`src/rd_ig_req_pkg.sv`:
```
`default_nettype none

// ========================================
// request format for the read ingress path
// ========================================
package rd_ig_req_pkg;

  localparam int atom_bytes  = 32;                   // address granule in bytes
  localparam int block_atoms = 8;                    // 256-byte block
  localparam int atom_shift  = $clog2(atom_bytes);   // byte offset bits inside an atom
  localparam int blk_atom_w  = $clog2(block_atoms);  // atom index bits inside a block

  // splitter fsm
  typedef enum logic {
    spt_idle,  // nothing held
    spt_busy   // chunks of the held request still to go
  } split_state_e;

endpackage : rd_ig_req_pkg

`default_nettype wire

```
`src/rd_ig_split.sv`:
```
`default_nettype none

module rd_ig_split #(
  parameter int addr_w = 32,
  parameter int size_w = 4,
  parameter int id_w   = 2
) (
  input  wire               nvdla_core_clk,
  input  wire               nvdla_core_rstn,
  input  wire               arb2spt_req_valid,
  output logic              arb2spt_req_ready,
  input  wire  [addr_w-1:0] arb2spt_req_addr,
  input  wire  [size_w-1:0] arb2spt_req_size,
  input  wire  [id_w-1:0]   arb2spt_req_id,
  output logic              dma_rd_req_valid,
  input  wire               dma_rd_req_ready,
  output logic [addr_w-1:0] dma_rd_req_addr,
  output logic [size_w-1:0] dma_rd_req_size,
  output logic [id_w-1:0]   dma_rd_req_id
);

  import rd_ig_req_pkg::*;

  localparam int cnt_w = size_w + 1;  // atom count, not count minus one

  split_state_e          state;
  logic [addr_w-1:0]     cur_addr;     // next chunk start
  logic [cnt_w-1:0]      rem_atoms;    // atoms not yet sent
  logic [id_w-1:0]       cur_id;
  logic [blk_atom_w-1:0] blk_pos;
  logic [cnt_w-1:0]      to_blk_end;
  logic [cnt_w-1:0]      chunk_atoms;
  logic                  last_chunk;
  logic                  chunk_xfer;
  logic                  req_xfer;

  // ========================================
  // chunk sizing
  // ========================================
  assign blk_pos     = cur_addr[atom_shift +: blk_atom_w];  // atom slot in block
  assign to_blk_end  = cnt_w'(block_atoms) - cnt_w'(blk_pos);
  assign chunk_atoms = (rem_atoms < to_blk_end) ? rem_atoms : to_blk_end;
  assign last_chunk  = (chunk_atoms == rem_atoms);

  assign dma_rd_req_valid = (state == spt_busy);
  assign dma_rd_req_addr  = cur_addr;
  assign dma_rd_req_size  = size_w'(chunk_atoms - 1'b1);
  assign dma_rd_req_id    = cur_id;

  assign chunk_xfer = dma_rd_req_valid && dma_rd_req_ready;
  // take a new request when empty or as the last chunk leaves
  assign arb2spt_req_ready = (state == spt_idle) || (chunk_xfer && last_chunk);
  assign req_xfer          = arb2spt_req_valid && arb2spt_req_ready;

  // ========================================
  // fsm and chunk state
  // ========================================
  always_ff @(posedge nvdla_core_clk or negedge nvdla_core_rstn) begin
    if (!nvdla_core_rstn) begin
      state <= spt_idle;
    end else if (req_xfer) begin
      state <= spt_busy;
    end else if (chunk_xfer && last_chunk) begin
      state <= spt_idle;
    end
  end

  always_ff @(posedge nvdla_core_clk) begin
    if (req_xfer) begin
      cur_addr  <= arb2spt_req_addr;
      rem_atoms <= cnt_w'(arb2spt_req_size) + 1'b1;
      cur_id    <= arb2spt_req_id;
    end else if (chunk_xfer) begin
      cur_addr  <= cur_addr + (addr_w'(chunk_atoms) << atom_shift);  // step by bytes
      rem_atoms <= rem_atoms - chunk_atoms;
    end
  end

  // no chunk runs past a 256-byte block
  a_no_blk_cross: assert property (@(posedge nvdla_core_clk) disable iff (!nvdla_core_rstn)
    dma_rd_req_valid |->
      (int'(dma_rd_req_addr[atom_shift +: blk_atom_w]) + int'(dma_rd_req_size) < block_atoms));

endmodule : rd_ig_split

`default_nettype wire

```
`config.mk`:
```
export PLATFORM = sky130hd
export DESIGN_NAME = rd_ig_split
export DESIGN_NICKNAME = d
export VERILOG_FILES = /design/src/rd_ig_req_pkg.sv /design/src/rd_ig_split.sv
export SDC_FILE = /design/constraint.sdc
export NUM_CORES = 1
export LEC_CHECK = 0
export BUFFER_PORTS_ARGS = -buffer_cell sky130_fd_sc_hd__buf_2
export CAP_MARGIN = 25
export CELL_PAD_IN_SITES_DETAIL_PLACEMENT = 1
export CELL_PAD_IN_SITES_GLOBAL_PLACEMENT = 2
export CORE_MARGIN = 2
export CORE_UTILIZATION = 32
export CTS_BUF_LIST = sky130_fd_sc_hd__clkbuf_8
export DETAILED_ROUTE_END_ITERATION = 12
export HOLD_SLACK_MARGIN = 0.05
export PLACE_DENSITY_LB_ADDON = 0.25
export SLEW_MARGIN = 25
export SYNTH_ARGS = -nofsm -noshare
export SYNTH_HDL_FRONTEND = slang
export SYNTH_SLANG_ARGS = --single-unit
```
`constraint.sdc`:
```
create_clock -name nvdla_core_clk -period 4.6 [get_ports nvdla_core_clk]
set_clock_uncertainty 0.05 [all_clocks]
set_input_delay 0.92 -clock nvdla_core_clk [delete_from_list [all_inputs] [get_ports nvdla_core_clk]]
set_output_delay 0.92 -clock nvdla_core_clk [all_outputs]
set_load 0.05 [all_outputs]
```
# After elaboration in Yosys (flattened, before gate mapping)
# Cells that the tools add are included.
[totals]
reg_bits = 40
latchBits = 0
ramBits = 0
mem_bits_ro = 0
in_bits = 42
out_inout_bits = 40
word_cells = 25
mem_count = 0
[classes]
addsub = 5
n_mul = 0
div_mod_pow = 0
order_cmp = 1
n_eq_ne = 1
shifts = 0
muxes = 7
bitwise_logic = 1
n_reduce_logical = 6
[op_table]
columns = ["op", "n"]
rows = [
  ["$mux W32", 2],
  ["$add A32 B10 Y32", 1],
  ["$mux W5", 3],
  ["$add A4 B1 Y5 const B", 1],
  ["$eq A5 B5 Y1", 1],
  ["$lt A5 B5 Y1", 1],
  ["$sub A4 B3 Y5 const A", 1],
  ["$sub A5 B5 Y5", 1],
  ["$reduce_bool A2 Y1", 2],
  ["$sub A4 B1 Y4 const B", 1],
  ["$logic_and A1 B1 Y1", 3],
  ["$mux W1", 2],
  ["$logic_or A1 B1 Y1", 1],
  ["$not A1 Y1", 1],
]

# Longest topological paths before layout
# Gate-level depths: netlist of run 1.
[depth]
ltp_word = 8
ltp_mapped = 17
ltp_nobuf = 15

# Worst setup path after synthesis of run 1
# OpenSTA, ideal clock, no wires.
[synth_timing]
path_kind = "reg2out"
startpoint = "register cur_addr[5], in the netlist dma_rd_req_addr[5]"
endpoint = "output dma_rd_req_size[2]"
t_arrival_ps = 4437
t_required_ps = 3630
slack_ps = -807
stages_incl_launch_ff = 11
n_path_buf = 0
cell_sequence = "edfxtp_1 inv_1 ha_1 inv_1 ha_1 a21o_1 maj3_2 a211oi_4 mux2i_1 ha_1 xor2_1"
[synth_between]
elab_chain_cells = 4
[synth_lines]
columns = ["element", "line", "source"]
rows = [
  ["start: declaration", "rd_ig_split.sv:27", "logic [addr_w-1:0] cur_addr;"],
  ["start signal: assignment", "rd_ig_split.sv:70", "cur_addr <= arb2spt_req_addr;"],
  ["start signal: assignment", "rd_ig_split.sv:74", "cur_addr <= cur_addr + (addr_w'(chunk_atoms) << atom_shift);"],
  ["$sub A4 B3 Y5 *", "rd_ig_split.sv:41", "assign to_blk_end = cnt_w'(block_atoms) - cnt_w'(blk_pos);"],
  ["$lt A5 B5 Y1", "rd_ig_split.sv:42", "assign chunk_atoms = (rem_atoms < to_blk_end) ? rem_atoms : to_blk_end;"],
  ["$mux W5 *", "rd_ig_split.sv:42", ""],
  ["$sub A4 B1 Y4 *", "rd_ig_split.sv:47", "assign dma_rd_req_size = size_w'(chunk_atoms - 1'b1);"],
  ["end: declaration", "rd_ig_split.sv:18", "output logic [size_w-1:0] dma_rd_req_size,"],
]
# Mark *: on every way between the ends. The rest lies on a longest branch, timed or not.

# Worst setup path after layout of run 1
[layout_timing]
startpoint = "register cur_addr[6], in the netlist dma_rd_req_addr[6]"
endpoint = "output arb2spt_req_ready"
[layout_between]
elab_chain_cells = 6
[layout_lines]
columns = ["element", "line", "source"]
rows = [
  ["$sub A4 B3 Y5 *", "rd_ig_split.sv:41", ""],
  ["$lt A5 B5 Y1", "rd_ig_split.sv:42", ""],
  ["$mux W5 *", "rd_ig_split.sv:42", ""],
  ["$eq A5 B5 Y1 *", "rd_ig_split.sv:43", "assign last_chunk = (chunk_atoms == rem_atoms);"],
  ["$logic_and A1 B1 Y1 *", "rd_ig_split.sv:52", "assign arb2spt_req_ready = (state == spt_idle) || (chunk_xfer && last_chunk);"],
  ["$logic_or A1 B1 Y1 *", "rd_ig_split.sv:52", ""],
  ["end: declaration", "rd_ig_split.sv:11", "output logic arb2spt_req_ready,"],
]
# Marked as above.

==> results of run 1 <==
-- cells in the final DEF (no fill, tap or decap), types with 4 or more instances in the layout --
master / instances
a211oi_1: 5
inv_1: 9
o21ai_1: 22
ha_1: 13
nor2_1: 6
edfxtp_1: 39
mux2i_1: 4
buf_4: 16
nand3_1: 7
xor2_1: 5
a21oi_1: 15
clkbuf_8: 5
nand4_1: 4
buf_2: 80
xnor2_1: 28
nor3_1: 8
nand2_1: 40
and3_1: 8
a21o_1: 6
-- layout make-up --
cell class	count	area share, %
clock buffer	5	1.98
tap	105	3.77
multi-input combinational	203	41.8
clock inverter	3	1.22
timing repair buffer	97	15.5
sequential	40	34.4
inverter	11	1.29
-- flip-flops by register name, indices dropped and copies added, names as in the netlist --
register          count
dma_rd_req_addr      32
dma_rd_req_id         2
dma_rd_req_valid      1
rem_atoms             5
-- timing repair --
| action | 4_1_cts | 5_1_grt |
|---|---|---|
| pin swaps | 1 | 2 |
| setup buffers | 3 | 3 |
| resized for setup | 2 | 0 |
| setup endpoints to repair | 1 | 11 |
| endpoints found under the hold margin | 0 | 0 |
-- metal layers --
layer	share of wire, %	GRT usage (%)
met1	46	21.9
met2	49	28.0
met3	3.7	3.16
met4	0.90	3.57
met5	0	0
-- stage by stage --
step           hold slack [ns]  std cells  util [%]  area, µm²
2_1_floorplan            0.574        263         -       2740
3_3_place_gp             0.563        450      40.6       3320
3_5_place_dp             0.614        450      40.6       3320
4_1_cts                  0.316        461      42.3       3460
5_1_grt                  0.316        464      42.6       3480
6_report                 0.330        464      42.6       3480
-- worst reg2reg max path, stage by stage (launching register included) --
cell and delay, ns:
edfxtp_1 0.42, inv_1 0.06, ha_1 0.34, inv_1 0.06, ha_1 0.27, a21o_1 0.16
maj3_2 0.32, a211oi_4 0.32, buf_4 0.18, mux2_4 0.31, fa_1 0.45, a211o_1 0.32
a21oi_1 0.25, buf_4 0.23, nor4_1 0.07, xnor2_1 0.16, a21oi_1 0.09
-- final timing paths --
check / startpoint / to / cells past startpoint
worst max-delay path: dma_rd_req_addr[6]$_DFFE_PP_ / arb2spt_req_ready / 12
worst min-delay path: nvdla_core_rstn / dma_rd_req_valid$_DFFE_PN0P_ / 1
worst max register to register: dma_rd_req_addr[6]$_DFFE_PP_ / dma_rd_req_addr[29]$_DFFE_PP_ / 16
worst min register to register: dma_rd_req_valid$_DFFE_PN0P_ / dma_rd_req_valid$_DFFE_PN0P_ / 2
max in group asynchronous: nvdla_core_rstn / dma_rd_req_valid$_DFFE_PN0P_ / 1
min in group nvdla_core_clk: dma_rd_req_valid$_DFFE_PN0P_ / dma_rd_req_valid$_DFFE_PN0P_ / 2
-- cells by family (layout without fill, tap and decap cells) --
logic type / after synthesis / in the layout
AOI/OAI and AO/OA: 56 / 56
and+or+nand+nor: 86 / 86
muxes: 9 / 9
adders and majority gates: 17 / 17
DFF: 40 / 40
xor gates and xnor gates: 34 / 34
buffers and inverters: 20 / 116
other: 1 / 1
==> reports/qor.csv, run 1 <==
metric;value;unit
Starting Density;32.9;%
CP max-delay cell;edfxtp_1;
Yosys top cell by area;edfxtp_1;
die area;9140;µm²
buffers plus inverters on the worst setup path;3;
# hold bufs at CTS;0;
routed vias/inst;4.95;
clock sink count;40;
Fin. Hold Viols;0;
Total Neg Setup Slack;0;ns
synthesized flop and latch total;40;
total iterations of the first detailed-routing run;4;
Synth top cells by count;nand2_1, edfxtp_1, xnor2_1;
most frequent cell after synthesis;nand2_1;
Antenna Nets Post-Route;0;
Die H;95.6;µm
largest net degree at the start of global routing;39;
Worst EP required;3.63;ns
pre-CTS WS;0.110;ns
number of diodes;0;
synthesized area per cell;10.2;µm²
Critical Path End Type;output pin;
grt ovf;0;
CP dominant cell by count;ha_1;
final net count;416;
CTS buffer count;5;
Post-Synthesis Cells;263;
area of the multi-input gates;1460;µm²
DR WL/cell;15.5;µm
htree depth;2;
drt total wl;7200;µm
final worst slack;0.157;ns
P&R area growth vs syn;29.6;%
Async SR Flop Fraction;2.50;%
area fraction of the dominant cell type after synthesis;43.6;%
Most used DFF post-synth;edfxtp_1;
Vias;2295;
crit path DAT;3.47;ns
count of pins over their slew limit;0;
status;complete, no violations;
min-delay worst type;in -> async;
family with the most delay on the worst path;adder cells;
register area share after synthesis;44.5;%
tightest slew margin relative to the limit;43.2;%
Worst-Skew Late Latency;0.30;ns
Post-Synth Simple-Gate Area;15.6;%
final setup vio count;0;
post-synthesis compound-gate area fraction;13.4;%
drc violations;0;
max-cap violations;0;
CTS tree;built;
syn_nets;321;
Total GRT Usage;16.5;%
fin crit period;4.44;ns
worst-margin pin slew;0.852;ns
count of flip-flops with a built-in enable after synthesis;39;
GP Congestion;0.837;
Critical Path Start Type;register;
Core ar.;8180;µm²
Filler cells;976;
worst-path cell chain;inv_1, ha_1, inv_1, ha_1, a21o_1, maj3_2, a211oi_4, mux2i_1, ha_1, nand4b_1, o21ai_4, buf_4;
Initial DRC Count;73;
largest family of logic cells by synthesized area;simple AND/OR/NAND/NOR gates;
Ports;82;
clock slew at reported path FFs;0.09;ns
Synth Area in XOR/XNOR;11.1;%
Area contributors post-synth;edfxtp_1, xnor2_1, ha_1;
Reg2Reg Setup Slack;0.29;ns
CP Class;reg -> out;
antenna violations before repair;0;
Max FO, Critical Path;6;
first-pass GRT wire length;11800;µm
mux cell area share after synthesis;3.77;%
Clock Path Buffers;2;
Unique masters post-synth;40;
largest stage delay on the critical path;0.42;ns
FF/Latch Area;1200;µm²
vias in the first global route;2414;
part of the cycle the worst path needs;96.6;%
DP Wirelength;5360;µm
post-synthesis adder-cell area fraction;8.43;%
row count;33;
FMAX;225;MHz
die width;95.6;µm
IO buf count;81;
layout cell share with drive strength beyond 1;34.0;%
Yosys Warn Count;0;
Root Driver;clkbuf_8;
synthesized area;2690;µm²
Power of run 1 is not shown: default switching activity piles up to over one toggle a cycle in this logic, so the estimate is an artifact.
==> inputs of run 2 (changes only) <==
--- a/config.mk
+++ b/config.mk
@@ -9,12 +9,13 @@
 export CAP_MARGIN = 25
 export CELL_PAD_IN_SITES_DETAIL_PLACEMENT = 1
 export CELL_PAD_IN_SITES_GLOBAL_PLACEMENT = 2
-export CORE_MARGIN = 2
+export CORE_MARGIN = 10
 export CORE_UTILIZATION = 32
 export CTS_BUF_LIST = sky130_fd_sc_hd__clkbuf_8
 export DETAILED_ROUTE_END_ITERATION = 12
 export HOLD_SLACK_MARGIN = 0.05
-export PLACE_DENSITY_LB_ADDON = 0.25
+export PLACE_DENSITY_LB_ADDON = 0.1
+export SETUP_SLACK_MARGIN = 0.5
 export SLEW_MARGIN = 25
 export SYNTH_ARGS = -nofsm -noshare
 export SYNTH_HDL_FRONTEND = slang
==> reports/qor.csv, run 2 (synthesized netlist as in run 1, its figures left out) <==
metric;value;unit;change
Worst-Skew Late Latency;0.30;ns;about the same
FMAX;243;MHz;+8.0%
P&R area growth vs syn;39.5;%;
worst-path cell chain;inv_2, ha_4, inv_4, ha_4, a21o_1, maj3_2, a211oi_4, buf_6, mux2i_4, ha_4, nand4b_1, o21ai_4, buf_6;;
Die H;112;µm;+17%
Total GRT Usage;12.6;%;-3.9 points
fin crit period;4.12;ns;-0.328 ns
CP dominant cell by count;ha_4;;
die area;12500;µm²;+36%
max-cap violations;0;;unchanged
final setup vio count;0;;unchanged
Vias;2350;;+2.4%
Starting Density;32.9;%;unchanged
commonest non-fill, non-tap cell in the layout;buf_2;;
GP Congestion;0.785;;-6.2%
Largest register FFs;32;;unchanged
crit path DAT;3.15;ns;-0.32 ns
drc violations;0;;unchanged
RSZ-0062 raised after global routing;true;;
number of diodes;0;;unchanged
final net count;427;;+2.6%
Antenna Nets Post-Route;0;;unchanged
final worst slack;0.484;ns;+0.328 ns
Initial DRC Count;72;;-1.4%
largest stage delay on the critical path;0.44;ns;+0.02 ns
total iterations of the first detailed-routing run;4;;unchanged
tightest slew margin relative to the limit;43.9;%;+0.71 points
die width;112;µm;+17%
routed vias/inst;4.95;;about the same
Placed Area;3350;µm²;+1.0%
grt ovf;0;;unchanged
status;complete, no violations;;
CTS tree;built;;
CTS buffer count;5;;unchanged
Reg2Reg Setup Slack;0.60;ns;+0.31 ns
DR WL/cell;17.3;µm;+12%
antenna violations before repair;0;;unchanged
Clock Path Buffers;2;;unchanged
largest net degree at the start of global routing;37;;-5.1%
Worst EP required;3.63;ns;about the same
DP Wirelength;5990;µm;+12%
drt total wl;8230;µm;+14%
worst-margin pin slew;0.841;ns;-0.0106 ns
cell area after layout;3750;µm²;+7.7%
layout cell share with drive strength beyond 1;38.6;%;+4.7 points
Total Neg Setup Slack;0;ns;unchanged
pre-CTS WS;0.395;ns;+0.286 ns
CP max-delay cell;edfxtp_1;;
IO buf count;81;;unchanged
clock sink count;40;;unchanged
final core utilization;45.9;%;+3.3 points
vias in the first global route;2586;;+7.1%
row count;33;;unchanged
Fin. Hold Viols;0;;unchanged
# hold bufs at CTS;0;;unchanged
Root Driver;clkbuf_8;;
min-delay worst type;in -> async;;
Critical Path End Type;output pin;;
most frequent cells in the layout;buf_2, nand2_1, edfxtp_1;;
clock slew at reported path FFs;0.09;ns;about the same
part of the cycle the worst path needs;89.5;%;-7.1 points
count of pins over their slew limit;0;;unchanged
Core ar.;8180;µm²;unchanged
htree depth;2;;unchanged
Ports;82;;unchanged
CP Class;reg -> out;;
first-pass GRT wire length;13200;µm;+12%
Max FO, Critical Path;3;;-3
Critical Path Start Type;register;;
run 2: changes by cell type in the layout (fill, tap and decap cells not counted), sizes merged:
cell,change
buf,+11
clkinv,-1
clkinvlp,-1
clkbuf,+2
run 2: cell type report:
type	instances	area (µm²)
Inverter	11	47.5
Timing Repair Buffer	108	674
Clock buffer	7	96.3
Sequential cell	40	1200
Multi-Input combinational cell	203	1570
Tap cell	105	131
Fill cell	938	4430
Clock inverter	1	30.0
run 2: repair_timing:
| item | 4_1_cts | 5_1_grt |
|---|---|---|
| setup endpoints to repair | 12 | 25 |
| pin swaps | 8 | 13 |
| cloned | 0 | 1 |
| resized for setup | 9 | 14 |
| buffers inserted | 8 | 9 |
run 2: critical path, delay by kind of cell, from the launching register on:
| kind | cells | cell delay, ns |
|---|---|---|
| flip-flops | 1 | 0.44 |
| AO/OA/AOI/OAI | 3 | 0.62 |
| multiplexers | 1 | 0.27 |
| adder cells (fa/ha/maj) | 4 | 0.87 |
| buffers and inverters | 4 | 0.46 |
| AND/OR/NAND/NOR | 1 | 0.16 |
run 2: worst paths after layout:
path,startpoint,endpoint,cells past startpoint
max,dma_rd_req_addr[6]$_DFFE_PP_,arb2spt_req_ready,13
min,nvdla_core_rstn,dma_rd_req_valid$_DFFE_PN0P_,1
max reg2reg,dma_rd_req_addr[6]$_DFFE_PP_,dma_rd_req_addr[27]$_DFFE_PP_,17
min reg2reg,dma_rd_req_addr[31]$_DFFE_PP_,dma_rd_req_addr[31]$_DFFE_PP_,2
max in group asynchronous,nvdla_core_rstn,dma_rd_req_valid$_DFFE_PN0P_,1
min in group nvdla_core_clk,dma_rd_req_addr[31]$_DFFE_PP_,dma_rd_req_addr[31]$_DFFE_PP_,2
run 2: stage by stage:
step	std cells	hold WS, ns
4_1_cts	465	0.311
5_1_grt	475	0.302
2_1_floorplan	263	0.574
6_report	475	0.327
3_3_place_gp	449	0.560
3_5_place_dp	449	0.560
run 2: per-layer routing:
metal	GRT usage, %	vias up	share of wire, %
met5	0	-	0
met4	2.83	0	0.72
met3	3.86	5	5.0
met2	22.4	45	50
met1	14.5	1140	44
li1	-	1160	-
Power of run 2 is left out for the same reason.
